==> src/hdl/rv_pkg.sv <==
`default_nettype none

package rv_pkg;

   localparam int XLEN       = 64;
   localparam int ILEN       = 32;
   localparam int REG_ADDR_W = 5;

   // Major opcodes of the supported subset
   localparam logic [6:0] OP_RTYPE = 7'b0110011;
   localparam logic [6:0] OP_ADDI  = 7'b0010011;
   localparam logic [6:0] OP_LOAD  = 7'b0000011;
   localparam logic [6:0] OP_STORE = 7'b0100011;

   // Main decoder to ALU control
   localparam logic [1:0] ALUOP_ADD   = 2'b00;   // Address calc and addi
   localparam logic [1:0] ALUOP_FUNCT = 2'b10;   // R-type picks the op from funct fields

   typedef enum logic [3:0] {
      ALU_AND = 4'b0000,
      ALU_OR  = 4'b0001,
      ALU_ADD = 4'b0010,
      ALU_SUB = 4'b0110,
      ALU_SLT = 4'b0111
   } alu_ctrl_e;

   typedef logic [XLEN-1:0] xword_t;
   typedef logic [ILEN-1:0] inst_t;

   typedef struct packed {
      logic       reg_write;
      logic       mem_to_reg;   // Writeback takes load data
      logic       mem_read;
      logic       mem_write;
      logic       alu_src;      // Immediate as second operand
      logic [1:0] alu_op;
   } ctrl_t;

   typedef struct packed {
      ctrl_t                 ctrl;
      xword_t                rd1;
      xword_t                rd2;
      xword_t                imm;
      logic [6:0]            funct7;
      logic [2:0]            funct3;
      logic [REG_ADDR_W-1:0] rs1;
      logic [REG_ADDR_W-1:0] rs2;
      logic [REG_ADDR_W-1:0] rd;
   } id_ex_t;

   typedef struct packed {
      ctrl_t                 ctrl;
      xword_t                alu_out;
      xword_t                store_data;
      logic [REG_ADDR_W-1:0] rs2;
      logic [REG_ADDR_W-1:0] rd;
   } ex_mem_t;

   typedef struct packed {
      ctrl_t                 ctrl;
      xword_t                mem_data;
      xword_t                alu_out;
      logic [REG_ADDR_W-1:0] rd;
   } mem_wb_t;

endpackage

`default_nettype wire

==> src/hdl/decode_stage.sv <==
`default_nettype none

module decode_stage
   import rv_pkg::*;
(
   input  wire inst_t                 inst,
   input  wire xword_t                rdata_1,
   input  wire xword_t                rdata_2,
   input  wire logic                  ex_mem_read,   // Load currently in EX
   input  wire logic [REG_ADDR_W-1:0] ex_rd,
   output logic [REG_ADDR_W-1:0]      raddr_1,
   output logic [REG_ADDR_W-1:0]      raddr_2,
   output id_ex_t                     id_ex,
   output logic                       stall
);

   localparam logic [2:0] F3_ADDI   = 3'b000;
   localparam logic [2:0] F3_DOUBLE = 3'b011;   // ld / sd

   logic [6:0]            opcode;
   logic [2:0]            funct3;
   logic [REG_ADDR_W-1:0] rs1;
   logic [REG_ADDR_W-1:0] rs2;
   logic [REG_ADDR_W-1:0] rd;
   ctrl_t                 ctrl;
   logic                  uses_rs2;
   xword_t                imm;

   assign opcode  = inst[6:0];
   assign rd      = inst[11:7];
   assign funct3  = inst[14:12];
   assign rs1     = inst[19:15];
   assign rs2     = inst[24:20];
   assign raddr_1 = rs1;
   assign raddr_2 = rs2;

   always_comb begin
      ctrl     = '0;
      uses_rs2 = 1'b0;
      case (opcode)
         OP_RTYPE: begin
            ctrl.reg_write = 1'b1;
            ctrl.alu_op    = ALUOP_FUNCT;
            uses_rs2       = 1'b1;
         end
         OP_ADDI: begin
            if (funct3 == F3_ADDI) begin
               ctrl.reg_write = 1'b1;
               ctrl.alu_src   = 1'b1;
            end
         end
         OP_LOAD: begin
            if (funct3 == F3_DOUBLE) begin
               ctrl.reg_write  = 1'b1;
               ctrl.mem_to_reg = 1'b1;
               ctrl.mem_read   = 1'b1;
               ctrl.alu_src    = 1'b1;
            end
         end
         OP_STORE: begin
            if (funct3 == F3_DOUBLE) begin
               ctrl.mem_write = 1'b1;
               ctrl.alu_src   = 1'b1;
               uses_rs2       = 1'b1;   // Store data
            end
         end
         default: ;   // Anything else is a bubble
      endcase
   end

   // S-type splits the offset around rd
   assign imm = (opcode == OP_STORE) ?
                {{(XLEN-12){inst[31]}}, inst[31:25], inst[11:7]} :
                {{(XLEN-12){inst[31]}}, inst[31:20]};

   // Consumer of a load waits one cycle so WB forwarding can cover it
   assign stall = ex_mem_read && ex_rd != '0 && ctrl != '0 &&
                  (ex_rd == rs1 || (uses_rs2 && ex_rd == rs2));

   assign id_ex = '{ctrl:   stall ? ctrl_t'('0) : ctrl,
                    rd1:    rdata_1,
                    rd2:    rdata_2,
                    imm:    imm,
                    funct7: inst[31:25],
                    funct3: funct3,
                    rs1:    rs1,
                    rs2:    rs2,
                    rd:     rd};

endmodule

`default_nettype wire

==> config.mk <==
export PLATFORM = sky130hd
export DESIGN_NAME = decode_stage
export DESIGN_NICKNAME = d
export VERILOG_FILES = /design/src/hdl/rv_pkg.sv /design/src/hdl/decode_stage.sv
export SDC_FILE = /design/constraint.sdc
export NUM_CORES = 1
export LEC_CHECK = 0
export ABC_AREA = 1
export BUFFER_PORTS_ARGS = -buffer_cell sky130_fd_sc_hd__buf_2
export CORE_AREA = 4 4 156 158
export DETAILED_ROUTE_END_ITERATION = 6
export DIE_AREA = 0 0 160 162
export GPL_ROUTABILITY_DRIVEN = 0
export SYNTH_ARGS = -nofsm -noshare
export SYNTH_HDL_FRONTEND = slang
export SYNTH_SLANG_ARGS = --single-unit
==> constraint.sdc <==
create_clock -name vclk -period 2.5
set_input_delay 0.25 -clock vclk [all_inputs]
set_output_delay 0.25 -clock vclk [all_outputs]
set_load 0.01 [all_outputs]
==> flow_summary.toml <==
[status]
status = "complete, no violations"

[placed_design]
placed_area_um2 = 1170
dp_hpwl_mm = 5.82
numPortBuffers = 71

[synth]
syn_area_per_cell_um2 = 6.75
syn_nets = 482
synthTopCellsByArea = "buf_4 79%, nand2_1 4.6%, inv_1 2.8%"
ys_seq_area_frac = 0
synth.distinct_cells = 21
synth_cells = 316
ys.warnings.count = 0
synth.most_common_cell = "buf_4"
synth_commonest_cells = "224 x buf_4, 26 x nand2_1, 16 x inv_1, 13 x nor2_1, 11 x a21oi_1"
syn_area_um2 = 2130
yosysTopAreaCell = "buf_4"
synth.top_cell.area_share = 0.788

[die]
core_um2 = 23100
std_cell_rows = 56
die-area_um2 = 25900
start_util = 0.0923
die_w_um = 160
io_pins = 401
die_y_um = 162

[timing]
timing.final.max_slew_violations = 0
finalCritPeriodShare = 0.724
clock.fmax_mhz = 553
grt_setup_unrepaired = "no"
fin_crit_ns = 1.81
setup_viol = 0
tns_ns = 0
hold_viol_final = 0

[layout]
seq_area_um2 = 0
final_area_um2 = 1170
antenna-diode-count = 0
layout-drive-gt1-share = 0.528
final_nets = 331
num-clock-buffers = 0
fin_util = 0.0506
area_delta_synth_final_pct = -45.2
seq_cells = 0

[flow_run]
cap_viol_max_count = 0

[global_routing]
grt_pass1_wl_mm = 8.20
grt_pass1_vias = 1143
grt_util_all_layers = 0.0441
overflow = 0
grt_max_degree = 55
antenna_found_initial = 1

[route]
drt_iter0_drc = 33
drt-pass1-iter-count = 2
wirelength_mm = 6.55
drc = 0
drt-vias-per-instance = 2.41
vias = 1092
wire_per_inst_um = 14.5
postRouteAntennaNets = 0

[critical_path]
crit_fanout = 6
cp_cell_sequence = "buf_2 > inv_1 > nand4_1 > o21ai_0 > nor2_4 > a21oi_1 > buf_2"
start_kind = "primary input"
endpoint_kind = "output pin"
critPathTopFamily = "compound AO/OA/AOI/OAI gates"
crit_buf_inv = 3
required_ns = 2.25
worst_path_max_delay_cell = "o21ai_0"
critPathMostFrequentCell = "buf_2"
cp.arrival_ns = 1.56
critical_path_class = "in -> out"
slowest_delay_ns = 0.40

[clocking]
cts_setup_buffers = 0
holdBufCountCts = 0
cts_resized = 0

[power_and_ir_drop]
powerDensity_nw_per_um2 = 112
p_leak_nw = 0.565
ir_drop_mv = 0.0240
fin_total_pwr_mw = 0.131

[min_path]
min_path_type = "in -> out"
## cell usage in the layout (no fill, tap or decap)
| master | instances |
|---|---|
| xnor2_1 | 1 |
| buf_2 | 71 |
| nor2_1 | 13 |
| inv_2 | 2 |
| a21oi_1 | 11 |
| o21ai_0 | 2 |
| nor2_8 | 1 |
| nor3_1 | 1 |
| inv_1 | 16 |
| mux2_2 | 1 |
| and2_1 | 1 |
| nand3_2 | 1 |
| a21oi_4 | 1 |
| nand2_1 | 26 |
| nor2_2 | 3 |
| nor2_4 | 1 |
| conb_1 | 1 |
| nand2_2 | 5 |
| or2_0 | 1 |
| nand3_1 | 1 |
| nand4_1 | 3 |
## stage by stage
| stage | hold WS [ns] | std cells | worst slack (ns) |
|---|---|---|---|
| finish | 0.500 | 453 | 0.691 |
| global route | 0.500 | 453 | 0.532 |
| CTS | 0.500 | 453 | 0.554 |
| detailed placement | 0.500 | 453 | 0.560 |
| global placement | 0.500 | 453 | 0.520 |
| floorplan | 0.592 | 316 | 1.04 |
## kinds of logic (layout without fill, tap and decap cells)
group | after synthesis | count (layout) | synth area share
buffers and inverters | 242 | 89 | 0.820
AND/OR/NAND/NOR | 57 | 57 | 0.131
AO/OA/AOI/OAI | 14 | 14 | 0.0381
other | 1 | 1 | 0.00176
XOR/XNOR | 1 | 1 | 0.00411
multiplexers | 1 | 1 | 0.00528
## path summary, 6_finish.rpt
check                   start         end  slack, ns  cells after the start
setup / recovery     ex_rd[2]  id_ex[221]       0.69                      7
hold / removal    rdata_2[23]  id_ex[112]       0.50                      0
## where the power goes
part	internal, mW	switching [mW]	total (mW)
combinational	0.0512	0.0797	0.131
sequential	0	0	0
clock	0	0	0
total	0.0512	0.0797	0.131
## cell type report
cell class	instances	area, um^2
inverters	18	67.6
repair buffers	71	355
well taps	290	363
fillers	2778	22000
multi-input cells	74	384
## metal layers
| metal | GRT usage | vias up | part of all wire |
|---|---|---|---|
| met1 | 0.0292 | 415 | 0.24 |
| met2 | 0.0769 | 160 | 0.46 |
| met5 | 0 | - | 0 |
| li1 | - | 428 | - |
| met4 | 0.0434 | 0 | 0.10 |
| met3 | 0.0320 | 89 | 0.20 |
Note: power is estimated with default switching activity, not from simulation.
