==> src/hdl/rv_pkg.sv <==
`default_nettype none

package rv_pkg;

   localparam int XLEN       = 64;
   localparam int ILEN       = 32;
   localparam int REG_ADDR_W = 5;

   // Major opcodes of the supported subset
   localparam logic [6:0] OP_RTYPE = 7'b0110011;
   localparam logic [6:0] OP_ADDI  = 7'b0010011;
   localparam logic [6:0] OP_LOAD  = 7'b0000011;
   localparam logic [6:0] OP_STORE = 7'b0100011;

   // Main decoder to ALU control
   localparam logic [1:0] ALUOP_ADD   = 2'b00;   // Address calc and addi
   localparam logic [1:0] ALUOP_FUNCT = 2'b10;   // R-type picks the op from funct fields

   typedef enum logic [3:0] {
      ALU_AND = 4'b0000,
      ALU_OR  = 4'b0001,
      ALU_ADD = 4'b0010,
      ALU_SUB = 4'b0110,
      ALU_SLT = 4'b0111
   } alu_ctrl_e;

   typedef logic [XLEN-1:0] xword_t;
   typedef logic [ILEN-1:0] inst_t;

   typedef struct packed {
      logic       reg_write;
      logic       mem_to_reg;   // Writeback takes load data
      logic       mem_read;
      logic       mem_write;
      logic       alu_src;      // Immediate as second operand
      logic [1:0] alu_op;
   } ctrl_t;

   typedef struct packed {
      ctrl_t                 ctrl;
      xword_t                rd1;
      xword_t                rd2;
      xword_t                imm;
      logic [6:0]            funct7;
      logic [2:0]            funct3;
      logic [REG_ADDR_W-1:0] rs1;
      logic [REG_ADDR_W-1:0] rs2;
      logic [REG_ADDR_W-1:0] rd;
   } id_ex_t;

   typedef struct packed {
      ctrl_t                 ctrl;
      xword_t                alu_out;
      xword_t                store_data;
      logic [REG_ADDR_W-1:0] rs2;
      logic [REG_ADDR_W-1:0] rd;
   } ex_mem_t;

   typedef struct packed {
      ctrl_t                 ctrl;
      xword_t                mem_data;
      xword_t                alu_out;
      logic [REG_ADDR_W-1:0] rd;
   } mem_wb_t;

endpackage

`default_nettype wire

==> src/hdl/regfile.sv <==
`default_nettype none

module regfile
   import rv_pkg::*;
(
   input  wire logic                  clk,
   input  wire logic                  rst_n,
   input  wire logic [REG_ADDR_W-1:0] raddr_1,
   input  wire logic [REG_ADDR_W-1:0] raddr_2,
   output xword_t                     rdata_1,
   output xword_t                     rdata_2,
   input  wire logic                  wen,
   input  wire logic [REG_ADDR_W-1:0] waddr,
   input  wire xword_t                wdata
);

   xword_t regs [2**REG_ADDR_W];

   always_ff @(posedge clk or negedge rst_n) begin
      if (!rst_n) begin
         for (int i = 0; i < 2**REG_ADDR_W; i++) begin
            regs[i] <= '0;
         end
      end else if (wen && waddr != '0) begin
         regs[waddr] <= wdata;
      end
   end

   // x0 first, then the value being written back this cycle
   assign rdata_1 = (raddr_1 == '0)              ? '0    :
                    (wen && waddr == raddr_1)    ? wdata : regs[raddr_1];
   assign rdata_2 = (raddr_2 == '0)              ? '0    :
                    (wen && waddr == raddr_2)    ? wdata : regs[raddr_2];

endmodule

`default_nettype wire

==> config.mk <==
export PLATFORM = sky130hd
export DESIGN_NAME = regfile
export DESIGN_NICKNAME = d
export VERILOG_FILES = /design/src/hdl/rv_pkg.sv /design/src/hdl/regfile.sv
export SDC_FILE = /design/constraint.sdc
export NUM_CORES = 2
export LEC_CHECK = 0
export BUFFER_PORTS_ARGS = -buffer_cell sky130_fd_sc_hd__buf_2
export CAP_MARGIN = 20
export CORE_MARGIN = 5
export CORE_UTILIZATION = 40
export DETAILED_ROUTE_END_ITERATION = 16
export PLACE_DENSITY_LB_ADDON = 0.12
export SLEW_MARGIN = 15
export SYNTH_ARGS = -nofsm -noshare
export SYNTH_HDL_FRONTEND = slang
export SYNTH_SLANG_ARGS = --single-unit
export TNS_END_PERCENT = 20
==> constraint.sdc <==
create_clock -name clk -period 5.45 [get_ports clk]
set_clock_uncertainty 0.15 [all_clocks]
set_input_delay 1.09 -clock clk [delete_from_list [all_inputs] [get_ports clk]]
set_output_delay 1.09 -clock clk [all_outputs]
set_load 0.05 [all_outputs]
==> results by group <==
Status
  – Outcome: finished, violations left
  – Failing checks: setup timing

Floorplan
  – Core Region: 272900 sq um
  – Die span in x: 532.9 um
  – Core Rows: 192
  – Die span in y: 532.9 um
  – Initial Utilization: 40.08%
  – DIE AREA: 284000 sq um
  – Ports: 210

Critical path
  – Arrival @ worst endpoint: 4280 ps
  – Crit path largest cell delay: 500 ps
  – Crit Path Class: primary input to primary output
  – CP most frequent cell: buf_4
  – Depth of the most critical reg-to-reg path: 1
  – Bufs and invs on worst path: 5
  – WP data required: 4210 ps
  – CP delay by family, top: buffers and inverters
  – CP max stage cell: o21ai_1
  – CP Cell Sequence: clkbuf_8 > xor2_1 > nor4_2 > buf_4 > nand3_4 > buf_12 > o21ai_1 > nor2_1 > buf_4 > buf_2
  – R2r endpoint: regs[1160]
  – Reg2Reg Launch Point: regs[1160]
  – FF-to-FF setup slack: 4470 ps
  – Crit Path Max Fanout: 35
  – CP Launch Type: primary input
  – CP endpoint kind: primary output

Global routing
  – Wire length of the first global-routing pass: 612500 um
  – Grt total ovfl: 0
  – Largest net degree at the start of global routing: 146
  – Initial antenna violation count: 39
  – Global Route Usage Sum: 30.06%
  – Number of global-route vias before repair: 74840

Clock network
  – Root Buffer: clkbuf_16
  – Clock buffer depth: 4
  – TritonCTS clock tree: built
  – CTS Buf Count: 238
  – Clock slew at the register clock pins of the worst setup and hold paths: 60 ps
  – Clock insertion delay at the later pin of the skew report: 910 ps
  – H-tree levels: 4
  – CTS sink count: 2048

Power and ir drop
  – Static leakage: 54.33 nW
  – VDD IR-drop max: 0.0002627 V
  – Pwr Total: 0.04741 W
  – PwrDens: 378.2 nW/um^2

Detailed routing
  – DRT iter0 DRCs: 6965
  – Vias per inst: 6.553
  – Routed Antenna Nets: 0
  – Post-Route WL: 435300 um
  – Drt first pass iters: 6
  – M1 WL: 182200 um
  – Routed len/inst: 38.86 um
  – Via count: 73409
  – Uppermost routed layer: met5
  – Routed met3 length: 30560 um
  – Met2 WL: 201700 um
  – Drt drc: 0

Yosys
  – Synth async-reset ratio: 100.0%
  – Largest cells by area after synthesis: dfrtp_1 47%, mux2_2 21%, mux4_2 18%
  – Post-Syn Area: 109400 sq um
  – Synth cell types: 70
  – Syn. warnings: 0
  – Net Count, Synth: 7463
  – Seq cells post-synth: 2048
  – Leading area contributor after synthesis: dfrtp_1
  – Sequential share of the synthesized area: 46.85%
  – Mapped Cells: 7381
  – Ys flop type: dfrtp_1
  – Top-area cell type share of the netlist area: 46.85%
  – EDFF count, synth: 0
  – Syn Area/Cell: 14.82 sq um

STA
  – Worst slew pin tran: 1187 ps
  – Slew HR: 20.86%
  – Post-route setup slack: -67.26 ps
  – Max-slew violation count: 0
  – Post-route setup TNS: -74.27 ps
  – Endpoints failing setup: 2
  – Minimum clock period: 5517 ps
  – RSZ-0062 raised after global routing: false
  – Final Hold Violating Endpoints: 0
  – Final worst-path cycle share: 101.2%
  – Fmax: 0.1813 GHz

Run
  – Max Cap Viol: 0

Cells and area
  – Layout cell share with drive strength beyond 1: 52.34%
  – Area grow syn2layout: 14.61%
  – Reg with most FFs: regs
  – Number of flip-flops in the largest register: 2048
  – Largest registers: regs (2048)
  – Non-filler cells, final: 11203
  – Final nets: 7489

Placement
  – Routability cong.: 0.8378
  – Post-DP HPWL: 263900 um
  – I/O Buffers: 209
  – Placed Cells: 10755

Hold path
  – Worst hold endpoint: regs[2026]
  – Hold Path Class: register to register
  – Min-delay src: regs[2026]
  – Worst hold path cell count: 0
[cell usage in the layout, fill, tap and decap left out, types with 60 or more instances in the layout]
cell,synthesis,routed
o22ai_1,198,198
buf_4,96,315
a221oi_1,61,60
o21ai_0,70,68
nor2_1,142,129
mux4_2,870,870
clkbuf_8,0,74
dfrtp_1,2048,2048
mux2_2,1993,1993
buf_12,0,217
mux2i_1,328,328
clkbuf_16,0,240
a22oi_1,68,68
a21oi_1,110,110
buf_2,213,108
mux2_1,72,72
[kinds of logic after synthesis]
family | count (synthesis) | synth area share [%]
simple gates | 393 | 1.771
mux | 3263 | 42.17
buf+inv | 872 | 3.999
compound gates | 795 | 5.128
flops | 2048 | 46.85
xor+xnor | 10 | 0.08006
[Yosys cell counts, types with 4 or more instances]
library cell  number
a2111oi_0         20
a211o_1           20
a211oi_1          38
a21o_1            18
a21oi_1          110
a221o_1           11
a221oi_1          61
a22o_1            51
a22oi_1           68
a311oi_1           6
a31oi_1           19
and2_1             4
and3b_1            5
buf_1             10
buf_2            213
buf_4             96
buf_6             63
clkbuf_1         483
dfrtp_1         2048
inv_1              4
mux2_1            72
mux2_2          1993
mux2i_1          328
mux4_2           870
nand2_1           73
nand2b_1           9
nand3_1           27
nand3b_1           6
nor2_1           142
nor2_2             4
nor2b_1           32
nor3_1            39
nor3b_1            8
nor4_1            20
o211ai_1           8
o21a_1             6
o21ai_0           70
o221ai_1          52
o22a_1             7
o22ai_1          198
o41ai_1           20
xnor2_1            6
xor2_1             4
[worst max path at each step]
| stage | from | endpoint | slack (ps) | cells after the start |
|---|---|---|---|---|
| floorplan | raddr_1[1] | rdata_1[16] | 320 | 8 |
| global placement | raddr_2[2] | rdata_2[16] | -450 | 10 |
| detailed placement | raddr_2[2] | rdata_2[16] | -390 | 10 |
| CTS | raddr_2[4] | rdata_2[55] | -20 | 9 |
| global route | raddr_2[0] | rdata_2[42] | 20 | 9 |
| finish | raddr_2[2] | rdata_2[16] | -70 | 10 |
[area by class of cell]
cell class	count	area, sq um
sequential	2048	51250
multi-input combinational	4461	54150
antenna	20	50.05
clock inverter	70	813.3
timing repair buffer	652	7417
inverter	6	22.52
tap	3589	4491
clock buffer	357	7176
fill	23938	147500
[where the power goes]
part           total [W]  internal (W)  switching [W]
Clock             0.0166       0.00977        0.00679
Combinational     0.0106       0.00577        0.00483
Sequential        0.0202        0.0181        0.00214
Total             0.0474        0.0336         0.0138
[what timing repair did]
item / in CTS / in global routing
setup endpoints to repair: 5 / 2
endpoints found under the hold margin: 45 / 0
resized for setup: 5 / 3
setup buffers: 0 / 0
hold buffers: 1 / 0
[stage by stage]
stage	setup slack, ps	area (sq um)	hold slack [ps]	util, %
after floorplan	317.7	109400	288.3	-
after global placement	-446.0	117300	226.4	42.97
after detailed placement	-393.7	117300	232.0	42.98
after CTS	-18.12	125300	246.8	45.92
after global routing	24.22	125300	254.4	45.93
final	-67.26	125400	243.8	45.94
[metal layers]
| metal | track usage (%) | vias up |
|---|---|---|
| li1 | - | 28787 |
| met1 | 41.44 | 40684 |
| met2 | 47.06 | 3089 |
| met3 | 5.787 | 833 |
| met4 | 12.07 | 16 |
| met5 | 0 | - |
No activity file was read; power rests on OpenSTA's default activity.
