## src/hdl/rv_pkg.sv

```systemverilog
`default_nettype none

package rv_pkg;

   localparam int XLEN       = 64;
   localparam int ILEN       = 32;
   localparam int REG_ADDR_W = 5;

   // Major opcodes of the supported subset
   localparam logic [6:0] OP_RTYPE = 7'b0110011;
   localparam logic [6:0] OP_ADDI  = 7'b0010011;
   localparam logic [6:0] OP_LOAD  = 7'b0000011;
   localparam logic [6:0] OP_STORE = 7'b0100011;

   // Main decoder to ALU control
   localparam logic [1:0] ALUOP_ADD   = 2'b00;   // Address calc and addi
   localparam logic [1:0] ALUOP_FUNCT = 2'b10;   // R-type picks the op from funct fields

   typedef enum logic [3:0] {
      ALU_AND = 4'b0000,
      ALU_OR  = 4'b0001,
      ALU_ADD = 4'b0010,
      ALU_SUB = 4'b0110,
      ALU_SLT = 4'b0111
   } alu_ctrl_e;

   typedef logic [XLEN-1:0] xword_t;
   typedef logic [ILEN-1:0] inst_t;

   typedef struct packed {
      logic       reg_write;
      logic       mem_to_reg;   // Writeback takes load data
      logic       mem_read;
      logic       mem_write;
      logic       alu_src;      // Immediate as second operand
      logic [1:0] alu_op;
   } ctrl_t;

   typedef struct packed {
      ctrl_t                 ctrl;
      xword_t                rd1;
      xword_t                rd2;
      xword_t                imm;
      logic [6:0]            funct7;
      logic [2:0]            funct3;
      logic [REG_ADDR_W-1:0] rs1;
      logic [REG_ADDR_W-1:0] rs2;
      logic [REG_ADDR_W-1:0] rd;
   } id_ex_t;

   typedef struct packed {
      ctrl_t                 ctrl;
      xword_t                alu_out;
      xword_t                store_data;
      logic [REG_ADDR_W-1:0] rs2;
      logic [REG_ADDR_W-1:0] rd;
   } ex_mem_t;

   typedef struct packed {
      ctrl_t                 ctrl;
      xword_t                mem_data;
      xword_t                alu_out;
      logic [REG_ADDR_W-1:0] rd;
   } mem_wb_t;

endpackage

`default_nettype wire

```

## src/hdl/execute_stage.sv

```systemverilog
`default_nettype none

module execute_stage
   import rv_pkg::*;
(
   input  wire id_ex_t                id_ex,
   input  wire logic [REG_ADDR_W-1:0] mem_fwd_rd,
   input  wire logic                  mem_fwd_write,
   input  wire xword_t                mem_fwd_data,
   input  wire logic [REG_ADDR_W-1:0] wb_fwd_rd,
   input  wire logic                  wb_fwd_write,
   input  wire xword_t                wb_fwd_data,
   output ex_mem_t                    ex_mem
);

   xword_t    op_a;
   xword_t    rs2_val;
   xword_t    op_b;
   xword_t    alu_out;
   alu_ctrl_e alu_ctrl;

   // Newest producer wins and x0 is never forwarded
   function automatic xword_t forward(input logic [REG_ADDR_W-1:0] rs,
                                      input xword_t                reg_val);
      if (rs == '0) begin
         return reg_val;
      end
      if (mem_fwd_write && mem_fwd_rd == rs) begin
         return mem_fwd_data;
      end
      if (wb_fwd_write && wb_fwd_rd == rs) begin
         return wb_fwd_data;
      end
      return reg_val;
   endfunction

   always_comb begin
      op_a    = forward(id_ex.rs1, id_ex.rd1);
      rs2_val = forward(id_ex.rs2, id_ex.rd2);
   end

   assign op_b = id_ex.ctrl.alu_src ? id_ex.imm : rs2_val;

   always_comb begin
      alu_ctrl = ALU_ADD;
      if (id_ex.ctrl.alu_op == ALUOP_FUNCT) begin
         case (id_ex.funct3)
            3'b000:  alu_ctrl = id_ex.funct7[5] ? ALU_SUB : ALU_ADD;
            3'b010:  alu_ctrl = ALU_SLT;
            3'b110:  alu_ctrl = ALU_OR;
            3'b111:  alu_ctrl = ALU_AND;
            default: alu_ctrl = ALU_ADD;
         endcase
      end
   end

   always_comb begin
      case (alu_ctrl)
         ALU_SUB: alu_out = op_a - op_b;
         ALU_AND: alu_out = op_a & op_b;
         ALU_OR:  alu_out = op_a | op_b;
         ALU_SLT: alu_out = {{(XLEN-1){1'b0}}, $signed(op_a) < $signed(op_b)};
         default: alu_out = op_a + op_b;
      endcase
   end

   assign ex_mem = '{ctrl:       id_ex.ctrl,
                     alu_out:    alu_out,
                     store_data: rs2_val,   // Already forwarded
                     rs2:        id_ex.rs2,
                     rd:         id_ex.rd};

endmodule

`default_nettype wire

```

## config.mk

```make
export PLATFORM = sky130hd
export DESIGN_NAME = execute_stage
export DESIGN_NICKNAME = d
export VERILOG_FILES = /design/src/hdl/rv_pkg.sv /design/src/hdl/execute_stage.sv
export SDC_FILE = /design/constraint.sdc
export NUM_CORES = 1
export LEC_CHECK = 0
export ABC_AREA = 1
export BUFFER_PORTS_ARGS = -buffer_cell sky130_fd_sc_hd__buf_2
export CAP_MARGIN = 20
export CORE_MARGIN = 4
export CORE_UTILIZATION = 51
export DETAILED_ROUTE_END_ITERATION = 16
export GPL_TIMING_DRIVEN = 0
export PLACE_DENSITY = 0.81
export SLEW_MARGIN = 5
export SYNTH_ARGS = -nofsm -noshare
export SYNTH_HDL_FRONTEND = slang
export SYNTH_SLANG_ARGS = --single-unit
```

## constraint.sdc

```tcl
create_clock -name vclk -period 5.1
set_clock_uncertainty 0.15 [all_clocks]
set_input_delay 1.02 -clock vclk [all_inputs]
set_output_delay 1.02 -clock vclk [all_outputs]
set_load 0.005 [all_outputs]
```

==> run summary, run 1 <==
Net Count, Synth: 4,373
Row count: 69
GR Util All Layers: 0.693
IO Pins: 509
Placed Area: 21,500 sq um
CTS hold repair buffers: 0
Die Y: 198 microns
Post-Syn Area: 18,400 sq um
Critical endpoint after global-route timing repair: ex_mem[103]
Cells after Synth: 3,809
Sequential share of the synthesized area: 0
Port-buffer cells: 493
Status: stopped before the end
Placer's final routability congestion estimate: 1.22
Die Span X: 198 microns
Avg Cell Area, Syn: 4.84 sq um
Number of library cell types mapped by synthesis: 44
Failed at: 5_1_grt
Total grt overflow: 5
Halt Reason: [ERROR GRT-0232] Routing congestion too high. Check the congestion heatmap in the GUI.
Detailed placer's ending HPWL: 92,300 microns
Worst_ep kind: output port
Initial Utilization: 0.517
Largest net degree at the start of global routing: 11
Synth Warn #: 0
==> per-layer routing <==
layer | global-route usage | GRT overflow
met1 | 0.722 | 0
met2 | 0.858 | 1
met3 | 0.535 | 0
met4 | 0.610 | 4
met5 | 0.274 | 0
==> per-stage QoR <==
step                std cells  hold WS (ns)  utilization  worst slack (ns)
floorplan                3809          1.97            -            0.0164
global placement         4763          2.06        0.604             -2.05
detailed placement       4763          2.06        0.604             -2.11
CTS                      4873          2.06        0.716            -0.640
==> Yosys cell counts, types with 2 or more instances <==
master	count	share of area
nand3_1	239	0.065
a21oi_1	208	0.056
nand2_1	1191	0.24
buf_2	29	0.0079
clkinv_1	2	0.00041
and2_1	2	0.00068
o211ai_1	58	0.024
a32oi_1	2	0.00095
nand2_2	31	0.011
nor4_1	5	0.0017
buf_4	19	0.0077
o2111ai_1	13	0.0062
nor3_1	20	0.0054
clkbuf_2	2	0.00054
buf_6	5	0.0031
o21ai_2	51	0.024
o21ai_0	307	0.083
o21a_1	3	0.0012
a21boi_0	4	0.0016
nand3b_1	18	0.0073
o22ai_1	22	0.0075
buf_1	13	0.0026
xor2_1	10	0.0048
or2_2	61	0.021
o221ai_1	3	0.0014
inv_2	7	0.0014
fa_1	2	0.0022
a211oi_1	2	0.00081
nor2_1	389	0.079
nand4_1	33	0.011
a221oi_1	3	0.0014
inv_1	728	0.15
ha_1	198	0.13
o21bai_1	25	0.010
clkbuf_1	95	0.019
==> cells by family after synthesis <==
| kind of cell | count (synthesis) | synth area share |
|---|---|---|
| and+or+nand+nor | 1990 | 0.445 |
| buffers and inverters | 901 | 0.192 |
| AOI/OAI and AO/OA | 708 | 0.223 |
| adders and majority gates | 200 | 0.137 |
| xor gates and xnor gates | 10 | 0.00475 |
==> what timing repair did <==
item	CTS
setup endpoints to repair	64
pin swaps	176
setup buffers	126
cloned	7
resized for setup	798
==> run 2: changes to the inputs <==
- CORE_UTILIZATION: 51 -> 40
- PLACE_DENSITY: 0.81 -> default
- PLACE_DENSITY_LB_ADDON: default -> 0.15
- clock period: 5.1 -> 6.6 ns (I/O delays scaled with it)
==> run 2 against run 1 <==
Compared with the run above:
- the flow now finishes, with violations (setup timing)
- synthesized area unchanged
- synthesized cell count did not move
==> run summary, run 2 <==
Fmax: 0.151 GHz
Minimum clock period: 6.64 ns
Number of max-cap violations: 0
Detailed placer's ending HPWL: 100,000 microns (+8.7%)
WS Path Type: primary input to primary output
Most common cell after layout, fill and taps aside: nand2_1
Final cycle utilization of the critical path: 1.01
Avg Cell Area, Syn: 4.84 sq um (unchanged)
Number of library cell types mapped by synthesis: 44 (unchanged)
Cells after Synth: 3,809 (unchanged)
FF+latch count: 0
Synth Warn #: 0 (unchanged)
Post-Syn Area: 18,400 sq um (unchanged)
Logic pwr share: 1.000
Worst hold path type: primary input to primary output
Die Span X: 223 microns (+12%)
CP startpoint: id_ex[9]
Dpl cells: 4,903 (+2.9%)
Core area: 45,500 sq um
Data required time of the worst path: 5.13 ns
Most numerous cell on the critical path: nand2_2
Largest net degree at the start of global routing: 11
Least-Margin Pin Slew: 1.25 ns
Max_slew headroom: 0.166
Failing checks: setup timing
CP Capture Type: primary output
Via/cell ratio: 5.66
Area delta synth->final: 40.3%
Final Hold Viols: 0
Worst EP arrival: 5.17 ns
Clock buf count: 0
Net Count, Synth: 4,373 (unchanged)
Synth area leaders: nand2_1, inv_1, ha_1, o21ai_0, nor2_1
Routed vias: 28,400
CTS hold repair buffers: 0 (unchanged)
Slew Limit Fails: 0
Initial antenna violation count: 13
Row count: 78 (+13%)
Routed wire length: 119,000 microns
Hold path start: id_ex[3]
IO Pins: 509 (unchanged)
Worst path top cell family by delay: simple AND/OR/NAND/NOR gates
Slowest cell on crit path: o21ai_4
DRC Markers: 0
Register area: 0 sq um
Bufs and invs on worst path: 7
P per Cell Area: 131 nW/um^2
Count leader, synth: nand2_1
Port-buffer cells: 493 (unchanged)
Multi-input logic area: 17,700 sq um
Total grt overflow: 0
Setup Viol. Count Final: 3
Setup WS pre-CTS: -1.32 ns (+0.788 ns)
Routed wire per std cell: 23.8 microns
Synth cell count leaders: nand2_1, inv_1, nor2_1
Share of cells above drive strength 1: 0.318
Setup repair after global routing missed its margin: yes
Initial Utilization: 0.405 (-0.112)
GR Util All Layers: 0.439
Placer's final routability congestion estimate: 1.11 (-9.0%)
Static Leak: 0.0141 uW
Yosys top cell area share: 0.242 (unchanged)
First-pass DRT Iterations: 6
Critical Path Source Type: primary input
Die area: 49,600 sq um
Final worst slack: -0.0399 ns
Seq pwr share: 0
Fillers: 5,068
Crit-path max FO: 10
Clk pwr share: 0
Sw Ratio: 0.653
Die Y: 223 microns (+12%)
Pint: 1180 uW
Largest area contributor in the synthesized netlist: nand2_1
DRT iter0 DRCs: 3,711
Sequential share of the synthesized area: 0 (unchanged)
Status: complete, but fails checks
Worst vdd ir: 0.0784 mV
Number of global-route vias before repair: 25,200
Net Switching: 2210 uW
Non-Filler Instances: 5,017
First-pass GRT wire length: 165,000 microns
Most frequent cells in the layout: nand2_1, inv_1, buf_2
Antenna Nets Post-Route: 0
Critical Path Max Stage Delay: 0.37 ns
Fin nets: 4,971
run 2: layout make-up:
type,instances,share of cell area
timing repair inverter,1,0.000242
inverter,738,0.110
tap,600,0.0290
buffer,138,0.0355
multi-input combinational,2908,0.685
antenna,12,0.00116
timing repair buffer,620,0.140
run 2: worst paths after layout:
check | depth (start not counted) | slack (ns) | endpoint
max | 27 | -0.04 | ex_mem[107]
min | 2 | 2.66 | ex_mem[3]
run 2: power groups by stage:
stage	Combinational, uW	Clock, uW	Sequential, uW
after floorplan	1480	0	0
after global placement	2540	0	0
after detailed placement	2540	0	0
after CTS	2810	0	0
after global routing	3550	0.000224	0
final	3390	0.000245	0
run 2: kinds of logic (layout without fill, tap and decap cells):
| group | count (synthesis) | count (layout) | synth area share |
|---|---|---|---|
| compound gates | 708 | 708 | 0.223 |
| xor+xnor | 10 | 10 | 0.00475 |
| fa+ha+maj | 200 | 200 | 0.137 |
| buf+inv | 901 | 1497 | 0.192 |
| other cells | 0 | 12 | 0 |
| simple gates | 1990 | 1990 | 0.445 |
run 2: repair_timing:
| item | 4_1_cts | 5_1_grt |
|---|---|---|
| resized for setup | 337 | 585 |
| pin swaps | 56 | 179 |
| gates cloned | 2 | 5 |
| setup endpoints to repair | 61 | 54 |
| buffers inserted | 51 | 69 |
run 2: per-layer routing:
| layer | vias to the layer above | part of all wire | GRT usage |
|---|---|---|---|
| met1 | 13200 | 0.41 | 0.619 |
| met4 | 2 | 0.043 | 0.131 |
| met5 | - | 0.000092 | 0 |
| met2 | 1916 | 0.41 | 0.655 |
| met3 | 247 | 0.13 | 0.116 |
| li1 | 13100 | - | - |
run 2: metrics by stage:
step,TNS (ns),hold WS [ns],instance area (sq um),util,total power (uW)
2_1_floorplan,0,2.57,18400,-,1480
6_report,-0.0635,2.66,25900,0.569,3390
4_1_cts,-0.0817,2.66,23300,0.512,2810
5_1_grt,-0.406,2.66,25900,0.569,3550
3_3_place_gp,-64.96,2.66,21700,0.476,2540
3_5_place_dp,-52.50,2.66,21700,0.476,2540
No activity file was read; power rests on OpenSTA's default activity.
